## src/verilog/mapper_pkg.sv

```systemverilog
package mapper_pkg;

	// one cpu cycle as seen by the cartridge
	typedef struct packed {
		logic [14:0] addr;
		logic [7:0] dat;
		logic rw; // high on reads
		logic ce; // low selects rom area 8000-ffff
	} cpu_bus_t;

	typedef struct packed {
		logic [13:0] addr;
		logic oe; // active low
		logic we; // active low
	} ppu_bus_t;

	// save-state side bus
	typedef struct packed {
		logic act;
		logic we;
		logic [7:0] addr;
		logic [7:0] dat;
	} ss_bus_t;

	typedef struct packed {
		logic [7:0] chr0; // 2k pair, bit 0 from ppu a11
		logic [7:0] chr1; // 2k pair, bit 0 from ppu a11
		logic [7:0] chr2;
		logic [7:0] chr3;
		logic [7:0] chr4;
		logic [7:0] chr5;
		logic [7:0] prg0;
		logic [7:0] prg1;
		logic prg_mode;
		logic chr_a12; // swaps the chr halves
		logic mirror; // 0 vertical, 1 horizontal
		logic [1:0] ram_protect; // [1] wram enable, [0] write protect
	} bank_regs_t;

	typedef struct packed {
		logic [18:0] prg_addr;
		logic [18:0] chr_addr;
		logic prg_oe;
		logic chr_oe;
		logic chr_we;
		logic chr_ce;
		logic ciram_a10;
		logic ciram_ce;
		logic ram_ce;
		logic ram_we;
		logic [12:0] srm_addr;
	} mem_ctrl_t;

	localparam logic [7:0] MAP_IDX = 8'd197;

	// register codes, {cpu a14:a13, a0}
	localparam logic [2:0] REG_SELECT = 3'd0;
	localparam logic [2:0] REG_BANK = 3'd1;
	localparam logic [2:0] REG_MIRROR = 3'd2;
	localparam logic [2:0] REG_RAM_PROT = 3'd3;
	localparam logic [2:0] REG_LATCH = 3'd4;
	localparam logic [2:0] REG_RELOAD = 3'd5;
	localparam logic [2:0] REG_IRQ_DIS = 3'd6; // also acknowledges
	localparam logic [2:0] REG_IRQ_EN = 3'd7;

	// save-state slots
	localparam logic [7:0] SS_ADDR_PRG0 = 8'd0;
	localparam logic [7:0] SS_ADDR_PRG1 = 8'd1;
	localparam logic [7:0] SS_ADDR_CHR0 = 8'd2;
	localparam logic [7:0] SS_ADDR_CHR1 = 8'd3;
	localparam logic [7:0] SS_ADDR_CHR2 = 8'd4;
	localparam logic [7:0] SS_ADDR_CHR3 = 8'd5;
	localparam logic [7:0] SS_ADDR_CHR4 = 8'd6;
	localparam logic [7:0] SS_ADDR_CHR5 = 8'd7;
	localparam logic [7:0] SS_ADDR_CTRL = 8'd8;
	localparam logic [7:0] SS_ADDR_A12 = 8'd10;
	localparam logic [7:0] SS_ADDR_LATCH = 8'd11;
	localparam logic [7:0] SS_ADDR_IRQ = 8'd12;
	localparam logic [7:0] SS_ADDR_IDX = 8'd127;

endpackage

```

## src/verilog/mmc3_regs.sv

```systemverilog
module mmc3_regs (
	input logic m2,
	input logic map_rst,
	input mapper_pkg::cpu_bus_t cpu,
	input mapper_pkg::ss_bus_t ss,
	output mapper_pkg::bank_regs_t regs,
	output logic latch_wr,
	output logic [7:0] latch_dat,
	output logic reload_req,
	output logic irq_disable,
	output logic irq_enable,
	output logic [7:0] ss_rdat
);
	import mapper_pkg::*;

	logic [2:0] select; // bank data pointer
	logic ss_wr;
	logic cpu_wr;
	logic [2:0] reg_code;

	assign ss_wr = ss.act & ss.we;
	assign cpu_wr = !cpu.ce & !cpu.rw & !ss_wr; // save-state write owns the cycle
	assign reg_code = {cpu.addr[14:13], cpu.addr[0]};

	// irq register writes leave as strobes
	assign latch_wr = cpu_wr & (reg_code == REG_LATCH);
	assign reload_req = cpu_wr & (reg_code == REG_RELOAD);
	assign irq_disable = cpu_wr & (reg_code == REG_IRQ_DIS);
	assign irq_enable = cpu_wr & (reg_code == REG_IRQ_EN);
	assign latch_dat = cpu.dat;

	always_ff @(posedge m2) begin
		if (map_rst) begin
			regs <= '0;
			select <= '0;
		end else if (ss_wr) begin
			case (ss.addr)
				SS_ADDR_PRG0: regs.prg0 <= ss.dat;
				SS_ADDR_PRG1: regs.prg1 <= ss.dat;
				SS_ADDR_CHR0: regs.chr0 <= ss.dat;
				SS_ADDR_CHR1: regs.chr1 <= ss.dat;
				SS_ADDR_CHR2: regs.chr2 <= ss.dat;
				SS_ADDR_CHR3: regs.chr3 <= ss.dat;
				SS_ADDR_CHR4: regs.chr4 <= ss.dat;
				SS_ADDR_CHR5: regs.chr5 <= ss.dat;
				SS_ADDR_CTRL: begin
					regs.chr_a12 <= ss.dat[0];
					regs.prg_mode <= ss.dat[1];
					regs.mirror <= ss.dat[2];
					select <= ss.dat[5:3];
					regs.ram_protect <= ss.dat[7:6];
				end
				default: ;
			endcase
		end else if (cpu_wr) begin
			case (reg_code)
				REG_SELECT: begin // 8000
					select <= cpu.dat[2:0];
					regs.prg_mode <= cpu.dat[6];
					regs.chr_a12 <= cpu.dat[7];
				end
				REG_BANK: begin // 8001
					case (select)
						3'd0: regs.chr0[7:1] <= cpu.dat[7:1]; // bit 0 from ppu a11
						3'd1: regs.chr1[7:1] <= cpu.dat[7:1];
						3'd2: regs.chr2 <= cpu.dat;
						3'd3: regs.chr3 <= cpu.dat;
						3'd4: regs.chr4 <= cpu.dat;
						3'd5: regs.chr5 <= cpu.dat;
						3'd6: regs.prg0[5:0] <= cpu.dat[5:0]; // 512k window
						default: regs.prg1[5:0] <= cpu.dat[5:0];
					endcase
				end
				REG_MIRROR: regs.mirror <= cpu.dat[0]; // a000
				REG_RAM_PROT: regs.ram_protect <= cpu.dat[7:6]; // a001
				default: ;
			endcase
		end
	end

	// save-state readback, slots outside this block read ff
	always_comb begin
		case (ss.addr)
			SS_ADDR_PRG0: ss_rdat = regs.prg0;
			SS_ADDR_PRG1: ss_rdat = regs.prg1;
			SS_ADDR_CHR0: ss_rdat = regs.chr0;
			SS_ADDR_CHR1: ss_rdat = regs.chr1;
			SS_ADDR_CHR2: ss_rdat = regs.chr2;
			SS_ADDR_CHR3: ss_rdat = regs.chr3;
			SS_ADDR_CHR4: ss_rdat = regs.chr4;
			SS_ADDR_CHR5: ss_rdat = regs.chr5;
			SS_ADDR_CTRL: begin
				ss_rdat = {regs.ram_protect, select, regs.mirror, regs.prg_mode,
					regs.chr_a12};
			end
			SS_ADDR_IDX: ss_rdat = MAP_IDX;
			default: ss_rdat = 8'hff;
		endcase
	end

	// the irq block relies on seeing one command per cycle
	a_one_irq_strobe: assert property (@(posedge m2) disable iff (map_rst)
		$onehot0({latch_wr, reload_req, irq_disable, irq_enable}));

endmodule

```

## src/verilog/mmc3_addr_map.sv

```systemverilog
module mmc3_addr_map #(
	parameter int PRG_BANK_W = 6,
	parameter int CHR_BANK_W = 8
) (
	input mapper_pkg::cpu_bus_t cpu,
	input mapper_pkg::ppu_bus_t ppu,
	input mapper_pkg::bank_regs_t regs,
	output mapper_pkg::mem_ctrl_t mem
);
	localparam logic CHR_RAM = 1'b1; // board carries chr ram only
	localparam logic [PRG_BANK_W-1:0] PRG_LAST = '1;
	localparam logic [PRG_BANK_W-1:0] PRG_PENULT = PRG_LAST - 1'b1;

	logic [PRG_BANK_W-1:0] prg_bank;
	logic [CHR_BANK_W-1:0] chr_bank;
	logic chr_area;
	logic ram_sel;

	// prg slots 8000/a000/c000/e000
	always_comb begin
		if (cpu.ce) begin
			prg_bank = '0; // not a rom cycle
		end else begin
			case ({regs.prg_mode, cpu.addr[14:13]})
				3'b000: prg_bank = regs.prg0[PRG_BANK_W-1:0];
				3'b001: prg_bank = regs.prg1[PRG_BANK_W-1:0];
				3'b010: prg_bank = PRG_PENULT;
				3'b100: prg_bank = PRG_PENULT; // mode 1 swaps 8000 and c000
				3'b101: prg_bank = regs.prg1[PRG_BANK_W-1:0];
				3'b110: prg_bank = regs.prg0[PRG_BANK_W-1:0];
				default: prg_bank = PRG_LAST;
			endcase
		end
	end

	// chr in 2k pairs, the low half pairs its bank with a11
	always_comb begin
		if (!ppu.addr[12]) begin
			if (regs.chr_a12)
				chr_bank = {regs.chr2[CHR_BANK_W-1:1], ppu.addr[11]};
			else
				chr_bank = {regs.chr0[CHR_BANK_W-1:1], ppu.addr[11]};
		end else if (regs.chr_a12) begin
			chr_bank = regs.chr0[CHR_BANK_W-1:0]; // both quarters
		end else if (!ppu.addr[11]) begin
			chr_bank = regs.chr2[CHR_BANK_W-1:0];
		end else begin
			chr_bank = regs.chr3[CHR_BANK_W-1:0];
		end
	end

	assign chr_area = !ppu.addr[13]; // pattern tables 0000-1fff
	assign ram_sel = regs.ram_protect[1] & (cpu.addr[14:13] == 2'b11) & cpu.ce;

	always_comb begin
		mem.prg_addr = 19'({prg_bank, cpu.addr[12:0]});
		mem.prg_oe = cpu.rw;
		mem.chr_addr = 19'({chr_bank, ppu.addr[10:0]});
		mem.chr_oe = !ppu.oe;
		mem.chr_ce = chr_area;
		mem.chr_we = CHR_RAM & !ppu.we & chr_area;
		mem.ciram_a10 = regs.mirror ? ppu.addr[11] : ppu.addr[10];
		mem.ciram_ce = !chr_area; // nametables 2000-3fff
		mem.ram_ce = ram_sel; // 6000-7fff
		mem.ram_we = ram_sel & !cpu.rw & !regs.ram_protect[0];
		mem.srm_addr = cpu.addr[12:0];
	end

endmodule

```

## src/verilog/mmc3_scanline_irq.sv

```systemverilog
module mmc3_scanline_irq (
	input logic m2,
	input logic map_rst,
	input logic a12,
	input logic latch_wr,
	input logic [7:0] latch_dat,
	input logic reload_req,
	input logic irq_disable,
	input logic irq_enable,
	input mapper_pkg::ss_bus_t ss,
	output logic irq,
	output logic [7:0] ss_rdat,
	output logic ss_hit
);
	import mapper_pkg::*;

	logic [7:0] a12_hist; // newest sample in bit 0
	logic [7:0] counter;
	logic [7:0] latch;
	logic reload_pend;
	logic irq_en;
	logic irq_pend;
	logic ss_wr;
	logic cnt_clk;
	logic reload;

	assign ss_wr = ss.act & ss.we;
	// four lows then a high, so one clock per filtered rise
	assign cnt_clk = (a12_hist[4:0] == 5'b00001) & !ss.act;
	assign reload = reload_pend | (counter == 8'd0);

	always_ff @(posedge m2) begin
		if (map_rst) begin
			a12_hist <= '0;
			counter <= '0;
			latch <= '0;
			reload_pend <= 1'b0;
			irq_en <= 1'b0;
			irq_pend <= 1'b0;
		end else if (ss_wr) begin
			case (ss.addr)
				SS_ADDR_A12: a12_hist <= ss.dat;
				SS_ADDR_LATCH: latch <= ss.dat;
				SS_ADDR_IRQ: begin
					irq_en <= ss.dat[0];
					irq_pend <= ss.dat[2];
					reload_pend <= ss.dat[4];
				end
				default: ;
			endcase
		end else begin
			if (!ss.act)
				a12_hist <= {a12_hist[6:0], a12};
			if (cnt_clk) begin
				counter <= reload ? latch : counter - 8'd1;
				if (irq_en & (reload ? (latch == 8'd0) : (counter == 8'd1)))
					irq_pend <= 1'b1;
			end
			if (reload_req)
				reload_pend <= 1'b1; // takes effect on the next clock
			else if (cnt_clk)
				reload_pend <= 1'b0;
			if (latch_wr)
				latch <= latch_dat;
			if (irq_disable) begin
				irq_en <= 1'b0;
				irq_pend <= 1'b0; // acknowledge
			end else if (irq_enable) begin
				irq_en <= 1'b1;
			end
		end
	end

	assign irq = irq_pend;
	assign ss_hit = (ss.addr == SS_ADDR_A12) | (ss.addr == SS_ADDR_LATCH) |
		(ss.addr == SS_ADDR_IRQ);

	always_comb begin
		case (ss.addr)
			SS_ADDR_A12: ss_rdat = a12_hist;
			SS_ADDR_LATCH: ss_rdat = latch;
			default: ss_rdat = {3'b000, reload_pend, 1'b0, irq_pend, 1'b0, irq_en};
		endcase
	end

	// only a state restore may raise irq without the enable
	a_irq_needs_enable: assert property (@(posedge m2) disable iff (map_rst)
		$rose(irq) |-> $past(irq_en) || $past(ss_wr));

endmodule

```

## src/verilog/map_197_top.sv

```systemverilog
module map_197_top #(
	parameter int PRG_BANK_W = 6,
	parameter int CHR_BANK_W = 8
) (
	input logic m2,
	input logic map_rst,
	input mapper_pkg::cpu_bus_t cpu,
	input mapper_pkg::ppu_bus_t ppu,
	input mapper_pkg::ss_bus_t ss,
	output mapper_pkg::mem_ctrl_t mem,
	output logic irq,
	output logic [7:0] ss_rdat
);
	import mapper_pkg::*;

	bank_regs_t regs;
	mem_ctrl_t map_mem;
	logic latch_wr;
	logic [7:0] latch_dat;
	logic reload_req;
	logic irq_disable;
	logic irq_enable;
	logic [7:0] regs_rdat;
	logic [7:0] irq_rdat;
	logic irq_hit;

	mmc3_regs mmc3_regs_inst (
		.m2(m2),
		.map_rst(map_rst),
		.cpu(cpu),
		.ss(ss),
		.regs(regs),
		.latch_wr(latch_wr),
		.latch_dat(latch_dat),
		.reload_req(reload_req),
		.irq_disable(irq_disable),
		.irq_enable(irq_enable),
		.ss_rdat(regs_rdat)
	);

	mmc3_addr_map #(
		.PRG_BANK_W(PRG_BANK_W),
		.CHR_BANK_W(CHR_BANK_W)
	) mmc3_addr_map_inst (
		.cpu(cpu),
		.ppu(ppu),
		.regs(regs),
		.mem(map_mem)
	);

	mmc3_scanline_irq mmc3_scanline_irq_inst (
		.m2(m2),
		.map_rst(map_rst),
		.a12(ppu.addr[12]),
		.latch_wr(latch_wr),
		.latch_dat(latch_dat),
		.reload_req(reload_req),
		.irq_disable(irq_disable),
		.irq_enable(irq_enable),
		.ss(ss),
		.irq(irq),
		.ss_rdat(irq_rdat),
		.ss_hit(irq_hit)
	);

	// wram strobes only in the high phase of m2
	always_comb begin
		mem = map_mem;
		mem.ram_ce = map_mem.ram_ce & m2;
		mem.ram_we = map_mem.ram_we & m2;
	end

	assign ss_rdat = irq_hit ? irq_rdat : regs_rdat; // irq slots win
endmodule

```

## config.mk

```make
export PLATFORM = sky130hd
export DESIGN_NAME = map_197_top
export DESIGN_NICKNAME = d
export VERILOG_FILES = /design/src/verilog/mapper_pkg.sv /design/src/verilog/mmc3_regs.sv /design/src/verilog/mmc3_addr_map.sv /design/src/verilog/mmc3_scanline_irq.sv /design/src/verilog/map_197_top.sv
export SDC_FILE = /design/constraint.sdc
export NUM_CORES = 1
export LEC_CHECK = 0
export ABC_AREA = 1
export BUFFER_PORTS_ARGS = -buffer_cell sky130_fd_sc_hd__buf_2
export CAP_MARGIN = 40
export CELL_PAD_IN_SITES_DETAIL_PLACEMENT = 1
export CELL_PAD_IN_SITES_GLOBAL_PLACEMENT = 1
export CORE_MARGIN = 10
export CORE_UTILIZATION = 35
export CTS_CLUSTER_DIAMETER = 100
export CTS_CLUSTER_SIZE = 28
export DETAILED_ROUTE_END_ITERATION = 8
export PLACE_DENSITY = 0.83
export SYNTH_ARGS = -nofsm -noshare
export SYNTH_HDL_FRONTEND = slang
export SYNTH_SLANG_ARGS = --single-unit
export TNS_END_PERCENT = 20
```

## constraint.sdc

```tcl
create_clock -name m2 -period 1.45 [get_ports m2]
set_clock_uncertainty 0.1 [all_clocks]
set_input_delay 0.0725 -clock m2 [delete_from_list [all_inputs] [get_ports m2]]
set_output_delay 0.0725 -clock m2 [all_outputs]
set_load 0.01 [all_outputs]
```

Word level (Yosys, flattened, before mapping). Cells that the tools add are included.

Bitwise logic cells: 20. $add $sub $neg: 1. Reduce and logical (&&, ||, !) cells: 56. Equal/unequal tests: 47. Muxes and demuxes: 70.

Operators with widths (count): 2-to-1 mux 8 bit (22); 2-to-1 mux 32 bit (3); case mux 8 bit (10 select lines) (1); 2-to-1 mux 7 bit (8); 2-to-1 mux 6 bit (9); == test 8 x 3 -> 1 bit (second input constant) (4); == test 8 x 4 -> 1 bit (second input constant) (4); AND reduction 4 bit (8); == test 3 bit (second input constant) (10); nonzero test 2 bit (13); logical NOT 8 bit (3); 2-to-1 mux 11 bit (2); inequality test 2 bit (second input constant) (9); case mux 6 bit (3 select lines) (1); AND reduction 2 bit (9); bitwise AND 1 bit (16); == test 8 x 1 -> 1 bit (second input constant) (2); == test 8 x 2 -> 1 bit (second input constant) (2); 2-to-1 mux 1 bit (16); case mux 8 bit (2 select lines) (1); == test 3 x 2 -> 1 bit (second input constant) (5); 2-to-1 mux 3 bit (4); AND reduction 3 bit (4); nonzero test 3 bit (4); 14 further kinds (34).

Output and inout bits: 68. Input port bits: 61. Register bits after elaboration: 99. Logic and storage cells: 217.

Depth between registers and ports, before layout.
Word-level depth: 8. Depth in mapped cells: 11. Mapped depth without buffers: 11.

Modules after synthesis. From an unflattened synthesis, not the netlist that was laid out.

Cells, all modules: 1167. Area, all modules: 7096.8 um^2.

By module, submodules not included: mmc3_regs (instances 1, cells an instance 711, area an instance 4398.0 um^2, seq. area each 1441.4 um^2); mmc3_scanline_irq (instances 1, cells an instance 270, area an instance 1722.9 um^2, seq. area each 540.5 um^2); mmc3_addr_map (instances 1, cells an instance 156, area an instance 855.8 um^2, seq. area each 0.0 um^2); map_197_top (instances 1, cells an instance 30, area an instance 120.1 um^2, seq. area each 0.0 um^2).

==> results_dict.tcl <==
set metrics [dict create \
    grt_pass1_wl_um 47300 \
    p_per_area_mw_per_mm2 799 \
    final-setup-viol-count 98 \
    clkLatencyLatePin_ns 0.48 \
    detail_route.wl_per_cell_um 25.8 \
    cts_tree "done" \
    fmax_ghz 0.521 \
    highest_layer "met4" \
    antenna_cells 0 \
    endpoint_kind "output pin" \
    irDropWorstVdd_mv 0.494 \
    synth-main-ff-cell "dfxtp_1" \
    yosysUniqueCellTypes 45 \
    dp_hpwl_um 21300 \
    ys_warn_count 0 \
    required_ns 1.28 \
    pwr-share-clk 0.413 \
    worst_pin_slew_ns 0.486 \
    finalHoldViolations 0 \
    hold_ws_ns 0.00684 \
    seqPwrFrac 0.387 \
    synth_edf_count 0 \
    critPathMaxStageDelay_ns 0.31 \
    cp_slowest_cell "dfxtp_1" \
    die_area_mm2 0.0239 \
    drive_gt1_frac 0.393 \
    rsz0062_at_grt "yes" \
    dr.pass1.iters 5 \
    violations "negative setup slack" \
    period_share 1.32 \
    switching_share 0.307 \
    layout.cells.non_filler 1404 \
    internal-power_mw 5.08 \
    final_cell_mix "nand2_1 (181), buf_4 (127), inv_1 (95), a21oi_1 (86), nor2_1 (85)" \
    die_w_um 155 \
    fin_util 0.513 \
    syn_area_per_cell_um2 6.41 \
    routed-wl-met3_um 3360 \
    clkTransAtPathRegs_ns 0.07 \
    cp_max_fo 2 \
    areaGrowthSynthToFinish_pct 45.0 \
    dp.cells 1355 \
    fin_area_mm2 0.00918 \
    path_common_cell "nor2_1" \
    layout_setup_ws_ns -0.470 \
    nNetsFinal 1234 \
    start_util 0.354 \
    worstHoldPathCells 6 \
    die_h_um 155 \
    syn_nets 1052 \
    vias 8420 \
    layout_commonest_cell "nand2_1" \
    antenna_found_initial 0 \
    relSlewSlack 0.675 \
    cp.arrival_ns 1.75 \
    reg2reg_depth 8 \
    status "finished, violations left" \
    p_sw_mw 2.25 \
    tns_ns -16.91 \
    gp_congestion 0.985 \
    place_area_mm2 0.00769 \
    antenna_left 0 \
    synth.cell_area_mm2 0.00633 \
    num_rows 49 \
    synth_cells 988 \
    io_pins 129 \
    yosysSeqAreaShare 0.313 \
    portBuffers 72 \
    start_kind "register" \
    maxCapViolations 0 \
    drc 0 \
    routed_wl_um 36300 \
    grt_usage 0.254 \
    core_area_mm2 0.0179 \
    drt_iter0_drc 1070 \
    viasPerCell 6.00 \
    ys_ff_latch 99 \
    wl_met1_um 13900 \
    grt_max_degree 48 \
    route.met2.wl_um 16500 \
    combPwrFrac 0.200 \
    crit_chain "nand3_1 -> nand2_1 -> nor2_4 -> nand2_2 -> nor2_1 -> nor2_1 -> buf_2" \
    synth-async-reset-ratio 0 \
    drv_slew 0 \
    grt_pass1_vias 8221 \
    p_leak_nw 4.13 \
    final.min_clock_period_ns 1.92 \
    num-fill-cells 2286 \
    critPathKind "reg2out" \
    holdCritPathClass "in2reg" \
    overflow 0 \
]
-- flip-flops by register name, summed over array words and instances (netlist names) --
signal and count:
mmc3_scanline_irq_inst.irq_en 1, mmc3_scanline_irq_inst.counter 8, mmc3_regs_inst.regs 69, mmc3_scanline_irq_inst.reload_pend 1, mmc3_scanline_irq_inst.latch 8, mmc3_scanline_irq_inst.a12_hist 8
mmc3_scanline_irq_inst.irq 1, mmc3_regs_inst.select 3
-- Yosys cell counts, types with 5 or more instances --
cell type | instances | share of area
o211ai_1 | 8 | 0.0095
inv_2 | 6 | 0.0036
nand2_1 | 216 | 0.13
a22oi_1 | 8 | 0.0095
inv_1 | 109 | 0.065
nand2_4 | 5 | 0.0089
nand2_2 | 6 | 0.0059
buf_4 | 45 | 0.053
a21oi_1 | 98 | 0.077
nand4_1 | 8 | 0.0079
dfxtp_1 | 99 | 0.31
o21ai_0 | 101 | 0.080
nand3_1 | 76 | 0.060
nor2_2 | 5 | 0.0049
or2_2 | 5 | 0.0049
clkbuf_1 | 16 | 0.0095
nor2_1 | 117 | 0.069
-- repair_timing --
action,in CTS,in global routing
setup buffers,16,6
endpoints found under the hold margin,7,0
cloned,3,0
hold buffers,4,0
endpoints found under the setup margin,86,104
gates resized for setup,132,145
pin swaps,47,64
-- worst max-delay path: cells and delay by family, from the launching register on --
kind          cells  cell delay, ns
simple gates      6            0.81
flops             1            0.31
buf+inv           1            0.14
-- final timing paths --
path	startpoint	to	slack (ns)
min reg2reg	mmc3_regs_inst.regs[35]	mmc3_regs_inst.regs[35]	0.36
min	cpu[5]	mmc3_regs_inst.regs[56]	0.007
max	mmc3_regs_inst.regs[23]	ss_rdat[2]	-0.47
max reg2reg	mmc3_regs_inst.select[0]	mmc3_regs_inst.regs[14]	-0.47
-- layout make-up --
type	count	area, um2	area share
multi-input combinational	700	4040	0.441
sequential	99	2030	0.221
timing repair buffer	234	1900	0.207
inverter	116	454	0.0495
clock buffer	20	399	0.0435
tap	229	287	0.0312
clock inverter	6	66.3	0.00722
-- cell families (layout without fill, tap and decap cells) --
kind of cell,count (synthesis),in the layout,synth area share
buf+inv,189,376,0.147
fa+ha+maj,3,3,0.00593
compound gates,242,242,0.214
simple gates,453,453,0.318
flops,99,99,0.313
xor+xnor,2,2,0.00277
-- stage by stage --
step                      worst slack [ns]  power [mW]
after floorplan                     0.0152        3.54
after global routing                -0.533        7.50
final                               -0.470        7.33
after CTS                           -0.341        7.07
after detailed placement            -0.379        4.08
after global placement              -0.287        4.03
-- power by group through the flow --
stage	registers (mW)	logic (mW)	clock network (mW)
6_report	2.84	1.47	3.03
5_1_grt	2.84	1.53	3.13
3_3_place_gp	2.89	1.14	0.000493
3_5_place_dp	2.90	1.18	0.000493
4_1_cts	2.83	1.26	2.98
2_1_floorplan	2.88	0.665	0.000352
-- routing by layer --
metal | global-route usage | vias to the layer above
li1 | - | 3556
met5 | 0.00647 | -
met4 | 0.148 | 0
met1 | 0.297 | 4049
met3 | 0.0654 | 202
met2 | 0.411 | 613
(Power assumes the default switching activity.)
